`src/hdl/core_mem_pkg.sv`:
```
// core_mem_pkg
// shared types and constants for the memory stage, the l1d byte banks
// and the write-back stage
`default_nettype none

package core_mem_pkg;

	// ----------------------------------------------------------------------
	// geometry
	// ----------------------------------------------------------------------
	// one bank per byte of a word
	localparam int NUM_LANES   = 4;
	// word index width per bank
	localparam int LANE_ADDR_W = 8;
	localparam int BANK_DEPTH  = 1 << LANE_ADDR_W;

	// ----------------------------------------------------------------------
	// vector types
	// ----------------------------------------------------------------------
	typedef logic [31:0]            word_t;
	typedef logic [4:0]             reg_idx_t;
	// load extension op, rv32 funct3 coding
	typedef logic [2:0]             sx_op_t;
	typedef logic [2:0]             req_size_t;
	typedef logic [LANE_ADDR_W-1:0] lane_idx_t;

	// load extension codes
	localparam sx_op_t SX_LB  = 3'd0;
	localparam sx_op_t SX_LH  = 3'd1;
	localparam sx_op_t SX_LW  = 3'd2;
	localparam sx_op_t SX_LBU = 3'd4;
	localparam sx_op_t SX_LHU = 3'd5;

	// access size codes
	localparam req_size_t REQ_BYTE = 3'd0;
	localparam req_size_t REQ_HALF = 3'd1;
	localparam req_size_t REQ_WORD = 3'd2;

	// ----------------------------------------------------------------------
	// uncached window
	// ----------------------------------------------------------------------
	// uncached when the bits outside the mask match the base
	localparam word_t NC_BASE = 32'hF000_0000;
	localparam word_t NC_MASK = 32'h0FFF_FFFF;

endpackage

`default_nettype wire
```
`src/hdl/core_mem_s.sv`:
```
// core_mem_s
// memory stage of the pipeline: classifies the address, picks the store
// word, issues the data request and registers the write-back fields
`timescale 1ns/1ps
`default_nettype none

module core_mem_s import core_mem_pkg::*; (
	input  logic      clk,
	input  logic      rst_n,
	input  logic      mem_enb,
	// control from execute
	input  logic      val_inst,
	input  logic      we_rf,
	input  logic      sel_mem,
	input  sx_op_t    sx_op,
	input  logic      req_val,
	input  logic      req_we,
	input  req_size_t req_size,
	input  reg_idx_t  rd,
	// data from execute
	input  word_t     alu_result,
	input  word_t     store_data,
	// store data bypass from write-back
	input  logic      bp_sel,
	input  word_t     bp_data,
	// data request
	output logic      l1d_req_val,
	output logic      l1d_req_we,
	output req_size_t l1d_req_size,
	output word_t     l1d_addr,
	output word_t     l1d_wdata,
	output logic      l1d_req_nc,
	// mem to wb registers
	output logic      wb_val,
	output logic      wb_we_rf,
	output logic      wb_sel_mem,
	output sx_op_t    wb_sx_op,
	output reg_idx_t  wb_rd,
	output word_t     wb_alu_result,
	output logic [1:0] wb_byte_off,
	output logic      wb_nc
);

	// ----------------------------------------------------------------------
	// request side
	// ----------------------------------------------------------------------
	// address comes straight from the alu
	assign l1d_addr = alu_result;

	// bits outside the mask must match the window base
	assign l1d_req_nc = ((alu_result & ~NC_MASK) == NC_BASE);

	// only a valid instruction may issue
	assign l1d_req_val  = req_val & val_inst;
	assign l1d_req_we   = req_we;
	assign l1d_req_size = req_size;

	// store word, wb bypass wins when selected
	assign l1d_wdata = bp_sel ? bp_data : store_data;

	// ----------------------------------------------------------------------
	// mem to wb pipeline registers
	// ----------------------------------------------------------------------
	// control bits, cleared on reset
	always_ff @(posedge clk or negedge rst_n) begin
		if (!rst_n) begin
			wb_val   <= 1'b0;
			wb_we_rf <= 1'b0;
		end else if (mem_enb) begin
			wb_val   <= val_inst;
			wb_we_rf <= we_rf;
		end
	end

	// payload, frozen while stalled
	always_ff @(posedge clk) begin
		if (mem_enb) begin
			wb_sel_mem    <= sel_mem;
			wb_sx_op      <= sx_op;
			wb_rd         <= rd;
			wb_alu_result <= alu_result;
			// low address bits pick the bytes on load
			wb_byte_off   <= alu_result[1:0];
			wb_nc         <= l1d_req_nc;
		end
	end

endmodule

`default_nettype wire

```
`config.mk`:
```
export PLATFORM = sky130hd
export DESIGN_NAME = core_mem_s
export DESIGN_NICKNAME = d
export VERILOG_FILES = /design/src/hdl/core_mem_pkg.sv /design/src/hdl/core_mem_s.sv
export SDC_FILE = /design/constraint.sdc
export NUM_CORES = 1
export LEC_CHECK = 0
export BUFFER_PORTS_ARGS = -buffer_cell sky130_fd_sc_hd__buf_2
export CORE_AREA = 2 2 90 92
export DETAILED_ROUTE_END_ITERATION = 6
export DIE_AREA = 0 0 92 94
export PLACE_DENSITY_LB_ADDON = 0.3
export SETUP_SLACK_MARGIN = 0.4
export SLEW_MARGIN = 30
export SYNTH_ARGS = -nofsm -noshare
export SYNTH_HDL_FRONTEND = slang
export SYNTH_SLANG_ARGS = --single-unit
```
`constraint.sdc`:
```
create_clock -name clk -period 1.5 [get_ports clk]
set_clock_uncertainty 0.2 [all_clocks]
set_input_delay 0.3 -clock clk [delete_from_list [all_inputs] [get_ports clk]]
set_output_delay 0.3 -clock clk [all_outputs]
set_load 0.1 [all_outputs]
```
# Word-level counts from Yosys, hierarchy flattened
# Cells that the tools add are included.
[op_classes]
n_eq_ne = 1
bitwise_logic = 1
mux = 1
[op_table]
columns = ["cell", "count"]
rows = [
  ["$mux 32", 1],
  ["$eq 4x4->1 const B", 1],
  ["$and 1x1->1", 1],
]
[word_totals]
reg_bits = 46
word_cells = 11
out_inout_bits = 116

# Depth between registers and ports, before layout
[depth]
depth_word = 1
depth_mapped = 3
mapped_depth_nobuf = 1

# Least setup slack after synthesis
# OpenSTA, ideal clock, no wires.
[synth_path]
path_type = "register to output"
startpoint = "register, netlist name wb_alu_result[0]"
endpoint = "output wb_byte_off[0]"
t_required_ps = 1000
setup_slack_ps = -347
path_buffers = 1
stages_incl_launch_ff = 2
arrival_time_ps = 1347
cell_sequence = "edfxtp_1 -> buf_4"
[synth_lines]
columns = ["item", "line", "rtl"]
rows = [
  ["end, declared", "core_mem_s.sv:40", "output logic [1:0] wb_byte_off,"],
]

# Final worst setup path
[layout_path]
startpoint = "input bp_sel"
endpoint = "output l1d_wdata[2]"
[layout_via]
elab_chain_len = 1
[layout_rtl]
columns = ["item", "line", "rtl"]
rows = [
  ["start, declared", "core_mem_s.sv:24", "input logic bp_sel,"],
  ["$mux 32", "core_mem_s.sv:59", "assign l1d_wdata = bp_sel ? bp_data : store_data;"],
  ["end, declared", "core_mem_s.sv:31", "output word_t l1d_wdata,"],
]
# Every way passes these cells.

==> metrics.txt <==
status=finished, violations left; failing checks=negative setup slack; H-tree depth=2; hpwl dp=~7100 microns; cell accounting for the most synthesized area=edfxtp_1; Die Area=8650 sq um; Crit Path Max Fanout=7; worst slew pin tran=0.300 ns; NumNets Final=454; Max clock buf depth=2; Inserted Diodes=0; hold_sp=alu_result[5]; Core ar.=7610 sq um; Yosys cell types=9; Cell Rows=32; fillers=about 460; Syn Inst Count=122; Final min period=1.55 ns; clock buffer count from CTS=5; DRT Pass-1 Iters=4; pwr/cell area=989 nW/um^2; Pwr Total=5.25 mW; Wirelength per Cell=18.5 microns; leak pwr=2.48 nW; worst reg2reg path startpoint=wb_val; classification of the worst setup path=primary input to output port; Hold Crit Depth=1; Synth Register Bits=between 40 and 50; GRT Residual Overflow=0; Via-to-Cell Ratio=approximately 4.1; area of the multi-input gates=between 500 and 600 sq um; Starting Density=0.286; synthesized area per cell=17.9 sq um; mux cell area share after synthesis=0.227; I/O pin count=around 230; HP Class=primary input to flip-flop; crit path DAT=1.05 ns; crit path launch=bp_sel; Final Cycle Share=1.03; RSZ-0062 raised after global routing=true; # setup viols final=32; critical path data required time=1.00 ns; crit start category=primary input; Final Max Tran Viols=0; FF-to-FF End=wb_val; pre-CTS setup slack=-0.133 ns; GPL Wtd Cong=0.717; initial antenna violation count=0; CTS Sinks=between 40 and 50; sequential share of power=0.294; Psw=2.34 mW; DR DRC count=0; Layout area overhead=143%; Reg clk slew, reported paths=0.08 ns; Syn Std Cell Area=2180 sq um; Max Clock Freq=about 650 MHz; total track usage=0.182; Post-Synth Adder-Cell Area=0; share of synthesized cell area in and, or, nand and nor gates=0.00689; Gate power share=0.575; pin count of the biggest net entering global routing=14; vias in the first global route=2,055; max-cap violations=0; Fin. Hold Viols=0; Iter 0 DRT Violations=51; dominant cells by area after synthesis=edfxtp_1, mux2_4, buf_4, buf_12, dfrtp_1; Synth top area share=0.579; Post-Syn Nets=238; worst vdd ir=0.384 mV; Die Height=94 microns; Synth Area in Compound Gates=0; XOR/XNOR Fraction of Synth Area=0; Post-Route Utilization=0.697; combinational family with the most area after synthesis=multiplexers; Clk pwr share=0.131; die width=a little over 90 microns; max_slew headroom=0.800; first-pass GRT wire length=11,800 microns; final worst setup slack=-0.0496 ns; number of port buffers=223; via count of the routed design=1,817; worst skew pair latency=around 0.28 ns; R2R depth=1; setup TNS=-1.37 ns; internal power=between 2 and 3 mW; Total Wirelength=8180 microns; post-route ant nets=0; sequential area share after synthesis=0.602; reg2reg setup slack=0.43 ns; kind of end point of the critical path=output port; CTS root buffer=clkbuf_8; TritonCTS clock tree=done; Sw Ratio=0.445; Yosys warnings=0; share of cells above drive strength 1=0.841; Seq. cell area=1320 sq um; Hold EP=wb_alu_result[5]
[how the worst max path moves through the flow]
stage,end,slack (ns),cells past startpoint
2_1_floorplan,wb_byte_off[0],-0.23,1
3_3_place_gp,l1d_wdata[2],-0.12,4
3_5_place_dp,l1d_wdata[15],-0.13,4
4_1_cts,l1d_wdata[2],-0.06,4
5_1_grt,l1d_wdata[25],-0.06,4
6_report,l1d_wdata[2],-0.05,4
[final cells by class]
cell class	instances	area share
multi-input combinational	36	0.0986
clock inverter	1	0.000944
clock buffer	7	0.0144
timing repair buffer	251	0.613
tap	102	0.0241
sequential	44	0.249
[cells in the mapped netlist]
cell / n
edfxtp_1: 42
buf_4: 38
mux2_4: 30
mux2_2: 4
buf_12: 3
dfrtp_1: 2
and2_1: 1
and4_1: 1
buf_6: 1
[routing by layer]
metal | vias up | GRT usage | part of all wire | wire [microns]
li1 | 835 | - | - | -
met1 | 826 | 0.177 | 0.31 | 2560
met2 | 147 | 0.354 | 0.56 | 4560
met3 | 9 | 0.0795 | 0.12 | 962
met4 | 0 | 0.0410 | 0.011 | 94
met5 | - | 0 | 0 | 0
[sequential cells by signal, indices dropped and copies added, names as in the netlist]
signal and cells:
wb_alu_result 32, wb_sel_mem 1, wb_nc 1, wb_rd 5, wb_we_rf 1, wb_sx_op 3, wb_val 1
[repair_timing]
| action | in CTS | in global routing |
|---|---|---|
| endpoints found under the setup margin | 101 | 93 |
| hold buffers | 8 | 2 |
| hold endpoints to repair | 11 | 2 |
| gates cloned | 2 | 0 |
| setup buffers | 7 | 1 |
| pin swaps | 2 | 2 |
| resized for setup | 40 | 12 |
[through the flow]
step                area (sq um)  instances  hold slack [ns]
CTS                         5240        438         -0.00905
detailed placement          4850        413           -0.111
floorplan                   2230        122           -0.196
global route                5300        441          0.00336
finish                      5300        441           0.0177
global placement            4850        413           -0.115
[cells in the final DEF (no fill, tap or decap)]
| cell | instances |
|---|---|
| buf_12 | 115 |
| buf_2 | 82 |
| edfxtp_1 | 42 |
| mux2_4 | 32 |
| buf_4 | 30 |
| buf_6 | 8 |
| dlygate4sd3_1 | 6 |
| clkbuf_8 | 5 |
| dlymetal6s4s_1 | 4 |
| buf_8 | 4 |
| mux2_2 | 2 |
| clkbuf_1 | 2 |
| buf_16 | 2 |
| dfrtp_4 | 2 |
| and4_4 | 1 |
| and2_4 | 1 |
| clkinv_2 | 1 |
[cell families (layout without fill, tap and decap cells)]
| kind of cell | count (synthesis) | in the layout |
|---|---|---|
| simple gates | 2 | 2 |
| mux | 34 | 34 |
| buf+inv | 42 | 259 |
| flops | 44 | 44 |
[worst max-delay path, cell delays in order]
cell and delay [ns]:
buf_12 0.12, buf_12 0.14, mux2_4 0.31, buf_12 0.17
[power by group through the flow]
stage	clock [mW]	sequential [mW]	combinational (mW)
floorplan	0	2.22	1.20
global placement	0	1.57	2.91
detailed placement	0	1.57	2.93
CTS	0.711	1.55	3.02
global route	0.759	1.56	3.08
finish	0.686	1.54	3.02
Power figures use the tool's default switching activity.
