[src/hdl/core_mem_pkg.sv]
// core_mem_pkg
// shared types and constants for the memory stage, the l1d byte banks
// and the write-back stage
`default_nettype none

package core_mem_pkg;

	// ----------------------------------------------------------------------
	// geometry
	// ----------------------------------------------------------------------
	// one bank per byte of a word
	localparam int NUM_LANES   = 4;
	// word index width per bank
	localparam int LANE_ADDR_W = 8;
	localparam int BANK_DEPTH  = 1 << LANE_ADDR_W;

	// ----------------------------------------------------------------------
	// vector types
	// ----------------------------------------------------------------------
	typedef logic [31:0]            word_t;
	typedef logic [4:0]             reg_idx_t;
	// load extension op, rv32 funct3 coding
	typedef logic [2:0]             sx_op_t;
	typedef logic [2:0]             req_size_t;
	typedef logic [LANE_ADDR_W-1:0] lane_idx_t;

	// load extension codes
	localparam sx_op_t SX_LB  = 3'd0;
	localparam sx_op_t SX_LH  = 3'd1;
	localparam sx_op_t SX_LW  = 3'd2;
	localparam sx_op_t SX_LBU = 3'd4;
	localparam sx_op_t SX_LHU = 3'd5;

	// access size codes
	localparam req_size_t REQ_BYTE = 3'd0;
	localparam req_size_t REQ_HALF = 3'd1;
	localparam req_size_t REQ_WORD = 3'd2;

	// ----------------------------------------------------------------------
	// uncached window
	// ----------------------------------------------------------------------
	// uncached when the bits outside the mask match the base
	localparam word_t NC_BASE = 32'hF000_0000;
	localparam word_t NC_MASK = 32'h0FFF_FFFF;

endpackage

`default_nettype wire
[src/hdl/l1d_lane_steer.sv]
// l1d_lane_steer
// splits one cacheable request into per-lane write enables, lane bytes
// and the shared bank word index
`timescale 1ns/1ps
`default_nettype none

module l1d_lane_steer import core_mem_pkg::*; (
	input  logic                       req_val,
	input  logic                       req_we,
	input  req_size_t                  req_size,
	input  word_t                      addr,
	input  word_t                      wdata,
	output logic                       lane_en,
	output lane_idx_t                  lane_index,
	output logic [NUM_LANES-1:0]       lane_we,
	output logic [NUM_LANES-1:0][7:0]  lane_wbyte
);

	logic [NUM_LANES-1:0] byte_en;

	// every bank sees the strobe, unwritten lanes just read
	assign lane_en = req_val;

	// word address drops the byte offset
	assign lane_index = addr[LANE_ADDR_W+1:2];

	// ----------------------------------------------------------------------
	// byte enables from size and offset
	// ----------------------------------------------------------------------
	always_comb begin
		case (req_size)
			REQ_BYTE: byte_en = {{(NUM_LANES-1){1'b0}}, 1'b1} << addr[1:0];
			// half is aligned on bit 1
			REQ_HALF: byte_en = {{(NUM_LANES-2){1'b0}}, 2'b11} << {addr[1], 1'b0};
			REQ_WORD: byte_en = '1;
			default:  byte_en = '0;
		endcase
	end

	assign lane_we = (req_val && req_we) ? byte_en : '0;

	// ----------------------------------------------------------------------
	// store data replication
	// ----------------------------------------------------------------------
	always_comb begin
		for (int i = 0; i < NUM_LANES; i++) begin
			case (req_size)
				// low byte onto every lane
				REQ_BYTE: lane_wbyte[i] = wdata[7:0];
				// low half onto both halves
				REQ_HALF: lane_wbyte[i] = wdata[8*(i%2) +: 8];
				default:  lane_wbyte[i] = wdata[8*i +: 8];
			endcase
		end
	end

endmodule

`default_nettype wire

[config.mk]
export PLATFORM = sky130hd
export DESIGN_NAME = l1d_lane_steer
export DESIGN_NICKNAME = d
export VERILOG_FILES = /design/src/hdl/core_mem_pkg.sv /design/src/hdl/l1d_lane_steer.sv
export SDC_FILE = /design/constraint.sdc
export NUM_CORES = 1
export LEC_CHECK = 0
export BUFFER_PORTS_ARGS = -buffer_cell sky130_fd_sc_hd__clkbuf_2
export CAP_MARGIN = 20
export CORE_MARGIN = 2
export CORE_UTILIZATION = 25
export DETAILED_ROUTE_END_ITERATION = 8
export PLACE_DENSITY = 0.81
export SYNTH_ARGS = -nofsm -noshare
export SYNTH_HDL_FRONTEND = slang
export SYNTH_SLANG_ARGS = --single-unit
[constraint.sdc]
create_clock -name vclk -period 2.2
set_clock_uncertainty 0.2 [all_clocks]
set_input_delay 0.44 -clock vclk [all_inputs]
set_output_delay 0.44 -clock vclk [all_outputs]
set_load 0.01 [all_outputs]
; ---- Word level (Yosys, flattened, before mapping)
; Index checks and enable logic that the tools add are counted.
[totals]
input_bits = 69
reg_bits = 0
elab_cells = 12
output_inout_bits = 45
[op_classes]
n_reduce_logical = 3
n_eq_ne = 2
muxes = 5
n_shift = 2
[ops]
columns = operator, n
row1 = $mux 8, 2
row2 = $pmux 8 s2, 1
row3 = $pmux 4 s3, 1
row4 = $mux 4, 1
row5 = $shl 1x2->4 const A, 1
row6 = $shl 2x2->4 const A, 1
row7 = $eq 3x1->1 const B, 1
row8 = $eq 3x2->1 const B, 1
row9 = $logic_not 3->1, 1
row10 = $reduce_or 2->1, 1
row11 = $logic_and 1x1->1, 1

; ---- Logic depth before layout (Yosys ltp)
; Gate-level depths: netlist (run 1).
[depth]
depth_word = 3
mapped_depth = 5
mapped_depth_nobuf = 3

; ---- Least setup slack after synthesis (run 1)
; No wires, ideal clock.
[synth_path]
path_type = input port to output port
start = input req_size[1]
end = output lane_wbyte[19] (netlist bit)
t_required_ps = 1560
path_buffers = 2
t_arrival_ps = 1286
stages = 4
path_slack_ps = 274
path_cell_list = buf_6 -> nor2_4 -> buf_2 -> mux2_2
[synth_rtl]
columns = item, line_no
row1 = "start, declared", l1d_lane_steer.sv:10  ; input req_size_t req_size,
row2 = "end, declared", l1d_lane_steer.sv:16  ; output logic [NUM_LANES-1:0][7:0] lane_wbyte

==> out/summary.md, run 1 <==
The run finished with clean final reports. The via count of the first global-routing pass is 601. After detailed routing, the met3 layer carries 158 um of wire.

The average detailed-routed wire length per instance is 10.6 um. Counting every net in the synthesized netlist gives 145. The logs give 0 for the initial antenna violation count and 90.0% for the relative slew slack.

In this run the worst setup path terminates at lane_wbyte[15]. For the final-layout setup total negative slack, the log shows 0 ps. The design has 0 sequential cells. Setup repair after global routing left no endpoint under its margin.

Synthesized instance count: 76. Leaving out fill and tap cells, the most frequent cell in the layout is clkbuf_2. The initial utilization of the core area, before any placement, comes to 26.3%. The first global-routing pass estimated 2.50 mm of wire. At the worst endpoint, the required time is 1560 ps. The completed layout was analyzed and its total power is 0.000189 W.

The portion of the post-synthesis area used by sequential elements is 0%. Summing all multi-input logic gate instances after layout gives 414 um^2. In the final design database the tool counted 206 nets. STA puts the critical path data arrival time at 1450 ps.

The number of max-cap violations came out at 0. The uppermost metal layer occupied by signal nets is met3. The routed design could run at a clock period as short as 2090 ps. The category of the worst setup path capture point was an output port. IR analysis of the VDD net gives a maximum drop of 0.0815 mV.

The number of failing hold endpoints at the final stage was 0; the total of hold buffers inserted after clock tree synthesis was 0. The vertical extent of the die works out to 52.0 um. For this block, the via count after detailed routing is 726. The logs give 15 for the count of different cell masters after synthesis and 242 for the number of fill cells.

The footprint of the flip-flops and latches came out at 0 um^2. Entering global routing, the biggest net connects 19 pins. The clock buffers instantiated in the layout total 0.

Horizontal die dimension: 52.0 um. The tightest min-delay check is of the in2out type. Of all cell types, the one taking the most synthesized area is mux2_2. The final critical path takes up 94.8% of the cycle. In the routed design, unresolved DRC markers number 0.

The share of the synthesized area in the top cell type came out at 27.4%. Timing would allow up to 479 MHz. A synthesized cell averages 7.57 um^2. The kind of critical path is in2out. Kind of launch point of the worst setup path: an input pin.

The slew at the pin with the worst max-slew slack is 145 ps. In this run the standard cell core region covers 2190 um^2. In the post-synthesis netlist, the biggest area contributors are mux2_2 27%, buf_4 22%, mux2i_1 14%.

The final layout contains routed wiring with a total length of 1.73 mm. Routability-driven placement finished with a final weighted congestion of 0.675. The post-route antenna net violation count came out at 0. Yosys printed 0 warnings. The tools report the worst setup path startpoint as req_size[1]. Setup violations remaining at the end of the flow were counted as 0. Buffers added to address setup during post-CTS repair amount to 0. Detailed placement finished with a half-perimeter wire length of 1.53 mm. After floorplanning, the core was divided into 17 placement rows. The run gives 0 as the total inserted antenna cells.

Summed over all layers, the global routing overflow is 0. The ratio of cells with drive above 1 in the final layout works out to 71.1%. The floorplan step defined a die boundary enclosing 2700 um^2.

For the number of DRC markers after the initial detailed-route iteration, the log shows 1. Static power due to leakage: 0.513 nW. The vias per cell is 4.45.

The top-level port count is 114, and the area added between synthesis and finish is 55.0%. Power spread over the standard cell area amounts to 212 nW/um^2. The total count of max-transition violations in the final report was 0.

In the layout the commonest cells are 76 x clkbuf_2, 14 x mux2_2, 12 x a21oi_1, 10 x nor2_1, 8 x mux2i_1. The first TritonRoute pass finished after 2 iterations. The mapped netlist covers 576 um^2. The peak fanout along the critical path works out to 8. The number of gates resized after CTS was 0. The quantity of I/O buffers inserted on ports works out to 76. The logs give 633 um for the detailed-route wire length on metal 1 and 11.5% for the overall routing resource usage. The run gives 934 um as the length of routed met2 wiring.
-- per-stage QoR --
| step | cells | area [um^2] | hold WS [ps] | setup slack (ps) | util [%] |
|---|---|---|---|---|---|
| floorplan | 76 | 576 | 772 | 274 | - |
| global placement | 163 | 892 | 680 | 107 | 40.7 |
| detailed placement | 163 | 892 | 680 | 113 | 40.7 |
| CTS | 163 | 892 | 680 | 104 | 40.7 |
| global route | 163 | 892 | 680 | 52.9 | 40.7 |
| finish | 163 | 892 | 680 | 114 | 40.7 |
-- layout make-up --
cell class | count | area share (%)
inverter | 2 | 0.842
multi-input combinational | 53 | 46.4
tap | 28 | 3.93
timing repair buffer | 80 | 48.8
-- worst min path at each step --
stage / end / slack [ps] / from / depth (start not counted)
after detailed placement: lane_index[4] / 680 / addr[6] / 0
after CTS: lane_index[4] / 680 / addr[6] / 0
after global routing: lane_index[5] / 680 / addr[7] / 0
after floorplan: lane_en / 770 / req_val / 1
final: lane_index[2] / 680 / addr[4] / 0
after global placement: lane_index[4] / 680 / addr[6] / 0
-- routing by layer --
metal	global-route usage, %	vias up
met2	24.5	39
met5	0	-
met1	12.4	316
li1	-	371
met4	0	0
met3	1.15	0
-- kinds of logic (layout without fill, tap and decap cells) --
family	Yosys count	count (layout)	synth area share (%)
compound gates	14	14	12.2
simple gates	15	15	14.6
mux	24	24	45.2
buf+inv	23	82	28.0
-- cells in the mapped netlist --
master,instances
nor3_4,1
buf_2,3
mux2i_1,8
nor2_4,1
buf_6,1
buf_4,17
nand4b_1,1
a21oi_1,12
nand2_1,1
inv_1,2
mux2_1,2
o21ai_0,2
nor2_1,10
nand2b_1,1
mux2_2,14
-- critical path, cell delays in order --
cell and delay [ps]:
clkbuf_2 160, nor3_4 240, buf_12 150, mux2_2 330, clkbuf_2 130
-- power by group --
group          switching [W]  internal, W  total (W)
logic              0.0000913    0.0000976   0.000189
registers                  0            0          0
clock network              0            0          0
Note: power is estimated with default switching activity, not from simulation.
==> inputs of run 2 (changes only) <==
--- a/config.mk
+++ b/config.mk
@@ -7,10 +7,10 @@
 export LEC_CHECK = 0
 export BUFFER_PORTS_ARGS = -buffer_cell sky130_fd_sc_hd__clkbuf_2
 export CAP_MARGIN = 20
-export CORE_MARGIN = 2
 export CORE_UTILIZATION = 25
 export DETAILED_ROUTE_END_ITERATION = 8
 export PLACE_DENSITY = 0.81
+export RECOVER_POWER = 25
 export SYNTH_ARGS = -nofsm -noshare
 export SYNTH_HDL_FRONTEND = slang
 export SYNTH_SLANG_ARGS = --single-unit
==> out/summary.md, run 2 (synthesis results as in run 1) <==
The kind of launch point of the worst setup path was an input pin (unchanged). The final-layout setup total negative slack is 0 ps (unchanged). For the area of the die, the log shows 2500 um^2 (was 2700 um^2).

The tools report the highest clock rate as 481 MHz (was 479 MHz). The horizontal die dimension came out at 50.0 um (was 52.0 um). The largest net degree at the start of global routing is 24 (was 19). The relative slew slack was 88.2% (was 90.0%).

The overall routed net length was 1.66 mm (was 1.73 mm); the non-filler instance count after layout was 162 (was 163). The run gives 885 um^2 (was 892 um^2) as the cell area reported after detailed placement. The cell total after placement is 162 (was 163).

The ratio of cells with drive above 1 in the final layout is 68.7% (was 71.1%). The combined area of the multi-input logic cells is 414 um^2 (unchanged). Leading cell types in the layout, fill and taps excluded: 73 x clkbuf_2, 14 x mux2_2, 12 x a21oi_1, 10 x nor2_1, 8 x mux2i_1 (was 76 x clkbuf_2, 14 x mux2_2, 12 x a21oi_1, 10 x nor2_1, 8 x mux2i_1).

The total count of max-transition violations in the final report is 0 (unchanged), and the area added between synthesis and finish is 53.0% (was 55.0%). Top-level port count: 114 (unchanged). Category of the worst setup path capture point: an output port (unchanged).

The worst path buffer plus inverter count is 3 (unchanged), and the total of hold buffers inserted after clock tree synthesis is 0 (unchanged). The kind of path behind the tightest hold check was in2out (unchanged). The number of detailed-route iterations in the first pass was 5 (was 2); the final RePlAce weighted congestion was 0.734 (was 0.675).

The longest individual stage delay on the worst path works out to 320 ps (was 330 ps). The most frequent standard cell in the layout excluding fill and tap cells is clkbuf_2 (unchanged). The footprint of the flip-flops and latches was 0 um^2 (unchanged). The final design instance area without fill came out at 881 um^2 (was 892 um^2).

The flow ran to the end, and the final reports show no timing, DRC or antenna violations. The vias per cell was 4.40 (was 4.45). Largest delay contributor family on the critical path: buffers and inverters (unchanged). The final critical-path required period is 2080 ps (was 2090 ps), and the number of clock buffers in the layout is 0 (unchanged).

The vertical extent of the die came out at 50.0 um (was 52.0 um). Cells along the critical path: clkbuf_2, nor3_4, buf_12, mux2_1, clkbuf_2 (was clkbuf_2, nor3_4, buf_12, mux2_2, clkbuf_2). The arrival time of data at the critical path endpoint is 1440 ps (was 1450 ps). Average detailed-routed wire length per instance: 10.3 um (was 10.6 um).

The run gives 0 (unchanged) as the number of failing hold endpoints at the final stage. The post-route clock period utilization is 94.4% (was 94.8%), and the peak fanout along the critical path is 8 (unchanged). The number of DRC markers after the initial detailed-route iteration came out at 4 (was 1). Kind of critical path: in2out (unchanged).

Worst setup path startpoint: req_size[1] (unchanged). The net total in the final layout is 205 (was 206), and the worst vdd rail ir drop is 0.0943 mV (was 0.0815 mV). For the number of max-cap violations, the log shows 0 (unchanged). The path length in cells of the critical path is 5 (unchanged), and the slew at the pin with the worst max-slew slack is 171 ps (was 145 ps). Final sequential cell count: 0 (unchanged). The total number of placement rows is 17 (unchanged), and the post-route antenna net violation count is 0 (unchanged).

For the buffer count from post-CTS setup fixing, the log shows 0 (unchanged). The run gives 1.46 mm (was 1.53 mm) as the HPWL after detailed placement. Number of setup violations in the final report: 0 (unchanged). The overall routing resource usage is 13.1% (was 11.5%), and the via count of the first global-routing pass is 669 (was 601). The quantity of I/O buffers inserted on ports was 76 (unchanged). The overall power was 0.000187 W (was 0.000189 W); the cell area power density was 213 nW/um^2 (was 212 nW/um^2).

Initial antenna violation count: 0 (unchanged). For the initial standard-cell utilization of the core, the log shows 26.3% (unchanged). The total number of vias was 713 (was 726). Cell with the largest stage delay on the worst path: mux2_1 (was mux2_2).

The static power due to leakage was 0.499 nW (was 0.513 nW). The post-route worst hold slack is 680 ps (unchanged). The cell with the most instances on the worst path was clkbuf_2 (unchanged). Setup repair after global routing left no endpoint under its margin. The area inside the core boundary was 2190 um^2 (unchanged); the number of gates given a new drive strength after cts was 0 (unchanged). The run gives 0 (unchanged) as the sum of overflow across all layers after global routing.

The total inserted antenna cells is 0 (unchanged). Capture point of the worst path: lane_wbyte[14] (was lane_wbyte[15]). The logs give 0 (unchanged) for the DRC violations left and 1560 ps (about the same) for the worst path required time.

First-pass GRT wire length: 2.68 mm (was 2.50 mm). The tools report the number of fill cells as 245 (was 242).
==> run 2: cell types whose count changed in the layout (fill, tap and decap cells not counted) <==
cell      previous run  this run
buf_4                2         1
clkbuf_2            76        73
clkbuf_1             0         3
==> run 2: routing by layer <==
metal,vias to the layer above,track usage [%],part of all wire [%]
met5,-,0,0
met4,0,0.952,0.12
met3,2,1.23,7.8
met2,38,27.1,54
met1,306,14.3,38
li1,367,-,-
==> run 2: worst min path at each step <==
stage            start             to  slack [ps]  cells after the start
4_1_cts        addr[6]  lane_index[4]         680                      0
3_5_place_dp   addr[6]  lane_index[4]         680                      0
3_3_place_gp   addr[6]  lane_index[4]         680                      0
6_report       addr[4]  lane_index[2]         680                      0
2_1_floorplan  req_val        lane_en         770                      1
5_1_grt        addr[5]  lane_index[3]         680                      0
==> run 2: area by class of cell <==
cell class / instances / area share, %
inverters: 2 / 0.852
multi-input cells: 53 / 47.0
repair buffers: 79 / 48.2
well taps: 28 / 3.98
==> run 2: report_power, final <==
part / switching, W / internal, W / total [W] / leakage (nW)
sequential: 0 / 0 / 0 / 0
clock: 0 / 0 / 0 / 0
combinational: 0.0000917 / 0.0000957 / 0.000187 / 0.499
==> run 2: through the flow <==
step,worst slack (ps),util (%)
6_report,122,40.2
3_5_place_dp,119,40.4
2_1_floorplan,274,-
3_3_place_gp,116,40.4
5_1_grt,53.0,40.2
4_1_cts,111,40.4
