File: src/hdl/core_mem_pkg.sv
// core_mem_pkg
// shared types and constants for the memory stage, the l1d byte banks
// and the write-back stage
`default_nettype none

package core_mem_pkg;

	// ----------------------------------------------------------------------
	// geometry
	// ----------------------------------------------------------------------
	// one bank per byte of a word
	localparam int NUM_LANES   = 4;
	// word index width per bank
	localparam int LANE_ADDR_W = 8;
	localparam int BANK_DEPTH  = 1 << LANE_ADDR_W;

	// ----------------------------------------------------------------------
	// vector types
	// ----------------------------------------------------------------------
	typedef logic [31:0]            word_t;
	typedef logic [4:0]             reg_idx_t;
	// load extension op, rv32 funct3 coding
	typedef logic [2:0]             sx_op_t;
	typedef logic [2:0]             req_size_t;
	typedef logic [LANE_ADDR_W-1:0] lane_idx_t;

	// load extension codes
	localparam sx_op_t SX_LB  = 3'd0;
	localparam sx_op_t SX_LH  = 3'd1;
	localparam sx_op_t SX_LW  = 3'd2;
	localparam sx_op_t SX_LBU = 3'd4;
	localparam sx_op_t SX_LHU = 3'd5;

	// access size codes
	localparam req_size_t REQ_BYTE = 3'd0;
	localparam req_size_t REQ_HALF = 3'd1;
	localparam req_size_t REQ_WORD = 3'd2;

	// ----------------------------------------------------------------------
	// uncached window
	// ----------------------------------------------------------------------
	// uncached when the bits outside the mask match the base
	localparam word_t NC_BASE = 32'hF000_0000;
	localparam word_t NC_MASK = 32'h0FFF_FFFF;

endpackage

`default_nettype wire
File: src/hdl/core_wb_s.sv
// core_wb_s
// write-back stage: gathers lane or io read data, aligns and extends it
// per load op and picks the register file write value
`timescale 1ns/1ps
`default_nettype none

module core_wb_s import core_mem_pkg::*; (
	// from mem stage registers
	input  logic                      wb_val,
	input  logic                      wb_we_rf,
	input  logic                      wb_sel_mem,
	input  sx_op_t                    wb_sx_op,
	input  reg_idx_t                  wb_rd,
	input  word_t                     wb_alu_result,
	input  logic [1:0]                wb_byte_off,
	input  logic                      wb_nc,
	// read data sources
	input  logic [NUM_LANES-1:0][7:0] lane_rbyte,
	input  word_t                     io_rdata,
	// register file write port
	output logic                      rf_we,
	output reg_idx_t                  rf_rd,
	output word_t                     rf_wdata
);

	word_t raw_word;
	word_t aligned;
	word_t load_val;

	// ----------------------------------------------------------------------
	// load data path
	// ----------------------------------------------------------------------
	// lane 0 is the low byte of the word
	assign raw_word = wb_nc ? io_rdata : word_t'(lane_rbyte);

	// addressed byte down to bit 0
	assign aligned = raw_word >> {wb_byte_off, 3'b000};

	always_comb begin
		case (wb_sx_op)
			SX_LB:   load_val = {{24{aligned[7]}}, aligned[7:0]};
			SX_LH:   load_val = {{16{aligned[15]}}, aligned[15:0]};
			SX_LW:   load_val = aligned;
			SX_LBU:  load_val = {24'h000000, aligned[7:0]};
			SX_LHU:  load_val = {16'h0000, aligned[15:0]};
			// unused funct3 codes pass the word
			default: load_val = aligned;
		endcase
	end

	// ----------------------------------------------------------------------
	// register file port
	// ----------------------------------------------------------------------
	// loaded value or alu result
	assign rf_wdata = wb_sel_mem ? load_val : wb_alu_result;

	// bubbles never write
	assign rf_we = wb_val & wb_we_rf;
	assign rf_rd = wb_rd;

endmodule

`default_nettype wire

File: config.mk
export PLATFORM = sky130hd
export DESIGN_NAME = core_wb_s
export DESIGN_NICKNAME = d
export VERILOG_FILES = /design/src/hdl/core_mem_pkg.sv /design/src/hdl/core_wb_s.sv
export SDC_FILE = /design/constraint.sdc
export NUM_CORES = 1
export LEC_CHECK = 0
export BUFFER_PORTS_ARGS = -buffer_cell sky130_fd_sc_hd__buf_4
export CORE_MARGIN = 2
export CORE_UTILIZATION = 35
export DETAILED_ROUTE_END_ITERATION = 10
export MAX_ROUTING_LAYER = met4
export PLACE_DENSITY = 0.85
export SETUP_SLACK_MARGIN = 0.5
export SLEW_MARGIN = 20
export SYNTH_ARGS = -nofsm -noshare
export SYNTH_HDL_FRONTEND = slang
export SYNTH_SLANG_ARGS = --single-unit
File: constraint.sdc
create_clock -name vclk -period 1.7
set_clock_uncertainty 0.15 [all_clocks]
set_input_delay 0.085 -clock vclk [all_inputs]
set_output_delay 0.085 -clock vclk [all_outputs]
set_load 0.005 [all_outputs]
==> Yosys cells after proc, flatten, opt, wreduce, memory -nomap -nowiden <==
Cells that the tools add are included.
{ "totals": {"out_inout_bits": 38, "ff_bits": 0} }
{ "op_classes": {"n_reduce_logical": 1, "shift": 1, "bitwise_logic": 1, "muxes": 3, "eq_ne": 3} }
{ "ops": {"columns": ["cell", "count"], "rows": [
  ["one-hot mux 32 bit (4 select lines)", 1],
  ["2-to-1 mux 32 bit", 2],
  ["right shift 32 x 5 -> 32 bit", 1],
  ["== test 3 bit (second input constant)", 2],
  ["== test 3 x 1 -> 1 bit (second input constant)", 1],
  ["logical NOT 3 bit", 1],
  ["bitwise AND 1 bit", 1]
]} }

==> Longest topological paths before layout <==
Gate-level depths: netlist (run 1).
{ "logic_depth": {"ltp_word": 4, "depth_mapped": 6, "mapped_depth_nobuf": 4} }

==> Least setup slack after synthesis (run 1) <==
Ideal clock, no wire load.
{ "synth_timing": {"path_kind": "input-to-output", "start": "input port wb_nc", "end": "output port rf_wdata[20]", "path_buffers": 2, "slack_ns": 0.049, "cell_stages": 6, "arrival_time_ns": 1.416, "cell_sequence": "buf_2 -> mux2i_1 -> o22ai_1 -> o211ai_1 -> buf_2 -> a31oi_2"} }
{ "synth_between": {"elab_chain_len": 4} }
{ "synth_rtl": {"columns": ["item", "line", "text"], "rows": [
  ["from (decl)", "core_wb_s.sv:16", "input logic wb_nc,"],
  ["2-to-1 mux 32 bit", "core_wb_s.sv:34", "assign raw_word = wb_nc ? io_rdata : word_t'(lane_rbyte);"],
  ["right shift 32 x 5 -> 32 bit", "core_wb_s.sv:37", "assign aligned = raw_word >> {wb_byte_off, 3'b000};"],
  ["one-hot mux 32 bit (4 select lines)", "core_wb_s.sv:40", "case (wb_sx_op)"],
  ["2-to-1 mux 32 bit", "core_wb_s.sv:55", "assign rf_wdata = wb_sel_mem ? load_val : wb_alu_result;"],
  ["to (decl)", "core_wb_s.sv:23", "output word_t rf_wdata"]
]} }
Every way passes these cells.

==> Worst setup path after layout (run 1) <==
{ "layout_timing": {"start": "input port wb_byte_off[0]", "end": "output port rf_wdata[31]"} }
{ "layout_between": {"elab_chain_len": 3} }
{ "layout_rtl": {"columns": ["item", "line", "text"], "rows": [
  ["from (decl)", "core_wb_s.sv:15", "input logic [1:0] wb_byte_off,"],
  ["right shift 32 x 5 -> 32 bit", "core_wb_s.sv:37", null],
  ["one-hot mux 32 bit (4 select lines)", "core_wb_s.sv:40", null],
  ["2-to-1 mux 32 bit", "core_wb_s.sv:55", null]
]} }
Every way passes these cells.

==> metrics, run 1 <==
status complete, but fails checks; failing checks negative setup slack; register area share after synthesis 0; Crit. End Element output port; Fill cells between 300 and 400; hold-fix buffers at CTS 0; final std cells w/o fill 386; period utilization 1.03; delay-heaviest family, CP compound AO/OA/AOI/OAI gates; DR iter-0 viols between 70 and 80; starting density of the core 0.357; Psw around 0.34 mW; unrepaired setup endpoints after global routing yes; Data required, critical path about 1.5 ns; worst-path cell chain buf_12, mux2i_2, and3_4, o41a_1, buf_6, buf_12, a31oi_1, buf_4; total vias in the final route approximately 2.1k; mapped cell area 1530 sq um; drc violations 0; clock power share 0; crit path launch wb_byte_off[0]; Core ar. about 4300 sq um; Net Sw Frac 0.380; CP arrival between 1.5 and 2 ns; Overall Power 0.883 mW; routability cong. ~0.86; Top cell by count, worst path buf_12; final WL 6.40 mm; top cell type's share of synthesized area 0.308; WS Path Type in -> out; Final Util 0.716; share of layout cells above drive strength 1 0.668; worst rel slew slack 0.774; Post-Syn Instances 190; top post-synthesis cells by count nor2_1 (32), nand2_1 (30), mux4_2 (21); Pre-antenna DRT Iters 4; Worst path max stage delay 0.43 ns; Pleak ~1.4 nW; syn_area_per_cell between 8 and 9 sq um; antenna violations before repair 0; hold crit path type in -> out; most frequent cell after synthesis nor2_1; post-route ant nets 0; Slew Viols, Final 0; Hold Startpoint wb_rd[1]; Least-Margin Pin Slew 0.335 ns; Die Span Y approximately 70 um; vias in the first global route about 2.0k; placement row count 24; gr ovfl total 0; Netlist cell types 31; Seq. cell area 0 sq um; Cell Pwr Density about 290 nW/um^2; Worst Path Buf+Inv 4; final sequential cell count 0; Max IR drop VDD roughly 0.15 mV; post-synth top area cell mux4_2; dpl cell area 2710 sq um; post-layout min period ~1.8 ns; I/O pin count approximately 150; Max Freq 571 MHz; Die Area approximately 4900 sq um; Worst Slack Setup Final -0.0525 ns; largest cells by area after synthesis mux4_2 (31%), a31oi_2 (9.8%), nor2_1 (7.8%), nand2_1 (7.3%), mux2_1 (5.1%); port buffer count ~140; cell area after layout between 3000 and 4000 sq um; post-synth net total 300; Nets 446; Setup-failing EPs final 20; synth warn 0; largest net degree at the start of global routing 29; Placed Cells between 300 and 400; Reg power frac 0; GRT Util Overall 0.237; post-DR vias/cell about 5.5; Crit Path Max Fanout 6; clock buffers 0; first-pass GRT wire length around 9.4 mm; internal cell power around 0.55 mW; startpoint type of the worst setup path input pin; max-capacitance violation count 0; dpl hpwl approximately 4.9 mm; # diodes 0; routed len/inst ~17 um; Area Overhead vs Synth 101%; Die X 70.2 um; Fin. Hold Viols 0; CP max-delay cell o41a_1; Comb pwr share 1.000
-- power by group through the flow --
stage                     Clock [mW]  Combinational [mW]  Sequential, mW
after floorplan                    0               0.371               0
after global placement             0               0.753               0
after CTS                          0               0.803               0
after detailed placement           0               0.761               0
after global routing               0               0.943               0
final                              0               0.883               0
-- area by class of cell --
type                            count  area [sq um]  share of cell area
Timing Repair Buffer              170          1510               0.491
Inverter                            2          7.51             0.00244
Tap cell                           52          65.1              0.0211
Multi-Input combinational cell    162          1490               0.485
-- placed cells by master, fill, tap and decap left out, types with 4 or more instances in the layout --
cell type | netlist | routed
a21oi_2 | 8 | 7
buf_6 | 3 | 16
buf_12 | 0 | 6
o21ai_1 | 4 | 4
mux2_1 | 7 | 7
a31oi_4 | 0 | 7
nand2b_1 | 4 | 4
a31oi_1 | 11 | 8
nor2_1 | 32 | 32
nand2_1 | 30 | 30
mux4_2 | 21 | 21
a22o_1 | 7 | 7
buf_4 | 5 | 142
a31oi_2 | 12 | 8
-- worst paths after layout --
kind | cells after the start | slack [ns] | endpoint
worst max-delay path | 8 | -0.05 | rf_wdata[31]
worst min-delay path | 0 | 0.02 | rf_rd[1]
-- metrics by stage --
step	setup TNS [ns]	setup WS [ns]	hold WS, ns
6_report	-0.608	-0.0525	0.0200
5_1_grt	-2.15	-0.130	0.0200
4_1_cts	-0.438	-0.0499	0.0200
3_5_place_dp	-1.18	-0.0743	0.0200
3_3_place_gp	-2.18	-0.116	0.0200
2_1_floorplan	0	0.160	0.101
-- routing by layer --
layer | vias to the layer above | global-route usage | wire length, um
met5 | - | - | 0
met4 | 0 | 0.0256 | 112
met3 | 12 | 0.0231 | 411
met2 | 101 | 0.420 | 3340
met1 | 988 | 0.304 | 2540
li1 | 1014 | - | -
-- cell families (layout without fill, tap and decap cells) --
| logic type | after synthesis | in the layout | synth area share |
|---|---|---|---|
| simple gates | 75 | 75 | 0.207 |
| mux | 34 | 34 | 0.400 |
| compound gates | 53 | 53 | 0.292 |
| buf+inv | 28 | 172 | 0.100 |
-- repair_timing --
action / CTS / global route
pin swaps: 13 / 6
endpoints found under the setup margin: 32 / 32
gates cloned: 2 / 3
buffers inserted: 3 / 1
gates resized for setup: 18 / 26
Note: power is estimated with default switching activity, not from simulation.
==> run 2, diff against run 1 <==
--- a/config.mk
+++ b/config.mk
@@ -6,11 +6,12 @@
 export NUM_CORES = 1
 export LEC_CHECK = 0
 export BUFFER_PORTS_ARGS = -buffer_cell sky130_fd_sc_hd__buf_4
+export CORE_ASPECT_RATIO = 0.5
 export CORE_MARGIN = 2
-export CORE_UTILIZATION = 35
+export CORE_UTILIZATION = 39
 export DETAILED_ROUTE_END_ITERATION = 10
 export MAX_ROUTING_LAYER = met4
-export PLACE_DENSITY = 0.85
+export PLACE_DENSITY = 0.89
 export SETUP_SLACK_MARGIN = 0.5
 export SLEW_MARGIN = 20
 export SYNTH_ARGS = -nofsm -noshare
==> constraint.sdc (replaced) <==
create_clock -name vclk -period 1.68
set_clock_uncertainty 0.15 [all_clocks]
set_input_delay 0.084 -clock vclk [all_inputs]
set_output_delay 0.084 -clock vclk [all_outputs]
set_load 0.005 [all_outputs]
==> run 2 against run 1 <==
The run still ends with negative setup slack left. Core utilization up 9.1 points. Global-route usage up 7.6 points. Hold slack worse by 0.0020 ns. Sequential cell count unchanged. Combinational power up 5.5%. Wire length up 19%. Worst setup slack worse by 0.034 ns. Critical endpoint is now rf_wdata[17].
==> metrics, run 2 (same netlist as run 1, synthesis figures left out) <==
Core ar. a little under 4000 sq um; routability cong. around 0.95; CP arrival between 1.5 and 2 ns; Top cell by count, worst path buf_12; Worst path max stage delay between 0.4 and 0.5 ns; Comb pwr share 1.000; antenna violations before repair 0; commonest cells after routing, fill and taps aside buf_4 (156), nor2_1 (32), nand2_1 (29); worst rel slew slack 0.782; Slew Viols, Final 0; pre-CTS setup slack -0.117 ns; Crit Path Max Fanout 24; Net Sw Frac 0.400; DR iter-0 viols 168; Seq. cell area 0 sq um; post-layout min period 1.77 ns; Data required, critical path between 1 and 1.5 ns; Die Span Y just under 50 um; Die X roughly 90 um; Crit. End Element output port; post-route ant nets 0; Setup-failing EPs final 24; Max Freq ~570 MHz; Hold EP rf_rd[2]; largest net degree at the start of global routing 26; CP max-delay cell o41a_1; final sequential cell count 0; Reg power frac 0; internal cell power 0.559 mW; clock power share 0; Cell Pwr Density roughly 300 nW/um^2; I/O pin count around 150; hold crit path type in -> out; GRT Util Overall 0.313; max-capacitance violation count 0; first-pass GRT wire length between 10 and 15 mm; startpoint type of the worst setup path input pin; Fin. Hold Viols 0; status complete, but fails checks; final WL approximately 7.6 mm; worst-path cell chain buf_12, mux2i_1, and3_4, o41a_1, buf_12, a31oi_1, buf_4; delay-heaviest family, CP compound AO/OA/AOI/OAI gates; Worst Slack Setup Final -0.0861 ns; Worst Path Buf+Inv 3; Pre-antenna DRT Iters 6; Overall Power 0.932 mW; dpl hpwl between 5 and 6 mm; Die Area about 4500 sq um; vias in the first global route roughly 2.3k; clock buffers 0; post-DR vias/cell around 6; port buffer count roughly 140; Pleak roughly 1.4 nW; # diodes 0; placement row count 16; drc violations 0; unrepaired setup endpoints after global routing yes; Psw between 0.3 and 0.4 mW; starting density of the core 0.399; WS Path Type in -> out; Area Overhead vs Synth 102%; Least-Margin Pin Slew approximately 0.33 ns; period utilization 1.05; Max IR drop VDD ~0.15 mV; crit path launch wb_byte_off[0]; total vias in the final route roughly 2.4k; routed len/inst 19.4 um; share of layout cells above drive strength 1 0.694; Hold Path Depth 0; leading cell type in the layout, fill and taps excluded buf_4; failing checks negative setup slack; Nets 452; gr ovfl total 0; Hold Startpoint wb_rd[2]
run 2: worst max path at each step:
stage / to / cells after the start
3_3_place_gp: rf_wdata[26] / 8
5_1_grt: rf_wdata[31] / 7
3_5_place_dp: rf_wdata[26] / 8
2_1_floorplan: rf_wdata[19] / 6
6_report: rf_wdata[17] / 7
4_1_cts: rf_wdata[31] / 7
run 2: stage by stage:
| stage | util | hold WS (ns) | TNS [ns] | area, sq um | cells |
|---|---|---|---|---|---|
| 4_1_cts | 0.762 | 0.0181 | -0.387 | 2930 | 384 |
| 6_report | 0.807 | 0.0180 | -0.861 | 3100 | 394 |
| 3_3_place_gp | 0.700 | 0.0181 | -1.03 | 2690 | 376 |
| 2_1_floorplan | - | 0.0988 | 0 | 1560 | 190 |
| 3_5_place_dp | 0.700 | 0.0181 | -2.26 | 2690 | 376 |
| 5_1_grt | 0.807 | 0.0180 | -1.91 | 3100 | 394 |
run 2: layout make-up:
class,instances,area (sq um)
timing repair buffer,176,1510
fill,244,741
inverter,2,7.51
multi-input combinational,162,1520
tap,54,67.6
run 2: power by group through the flow:
stage               logic, mW  registers [mW]  clock network (mW)
finish                  0.932               0                   0
detailed placement      0.773               0                   0
global route            0.980               0                   0
global placement        0.757               0                   0
floorplan               0.375               0                   0
CTS                     0.850               0                   0
run 2: layer usage:
metal / share of wire / up-vias / routed length [um] / global-route usage
met5: 0 / - / 0 / -
met4: 0.039 / 0 / 294 / 0.0809
met3: 0.086 / 44 / 656 / 0.0312
met2: 0.51 / 154 / 3870 / 0.557
met1: 0.37 / 1152 / 2810 / 0.386
li1: - / 1027 / - / -
run 2: what timing repair did:
| item | CTS | global route |
|---|---|---|
| cloned | 3 | 1 |
| pin swaps | 10 | 4 |
| hold buffers | 0 | 0 |
| resized for setup | 27 | 22 |
| buffers inserted | 5 | 9 |
| setup endpoints to repair | 32 | 32 |
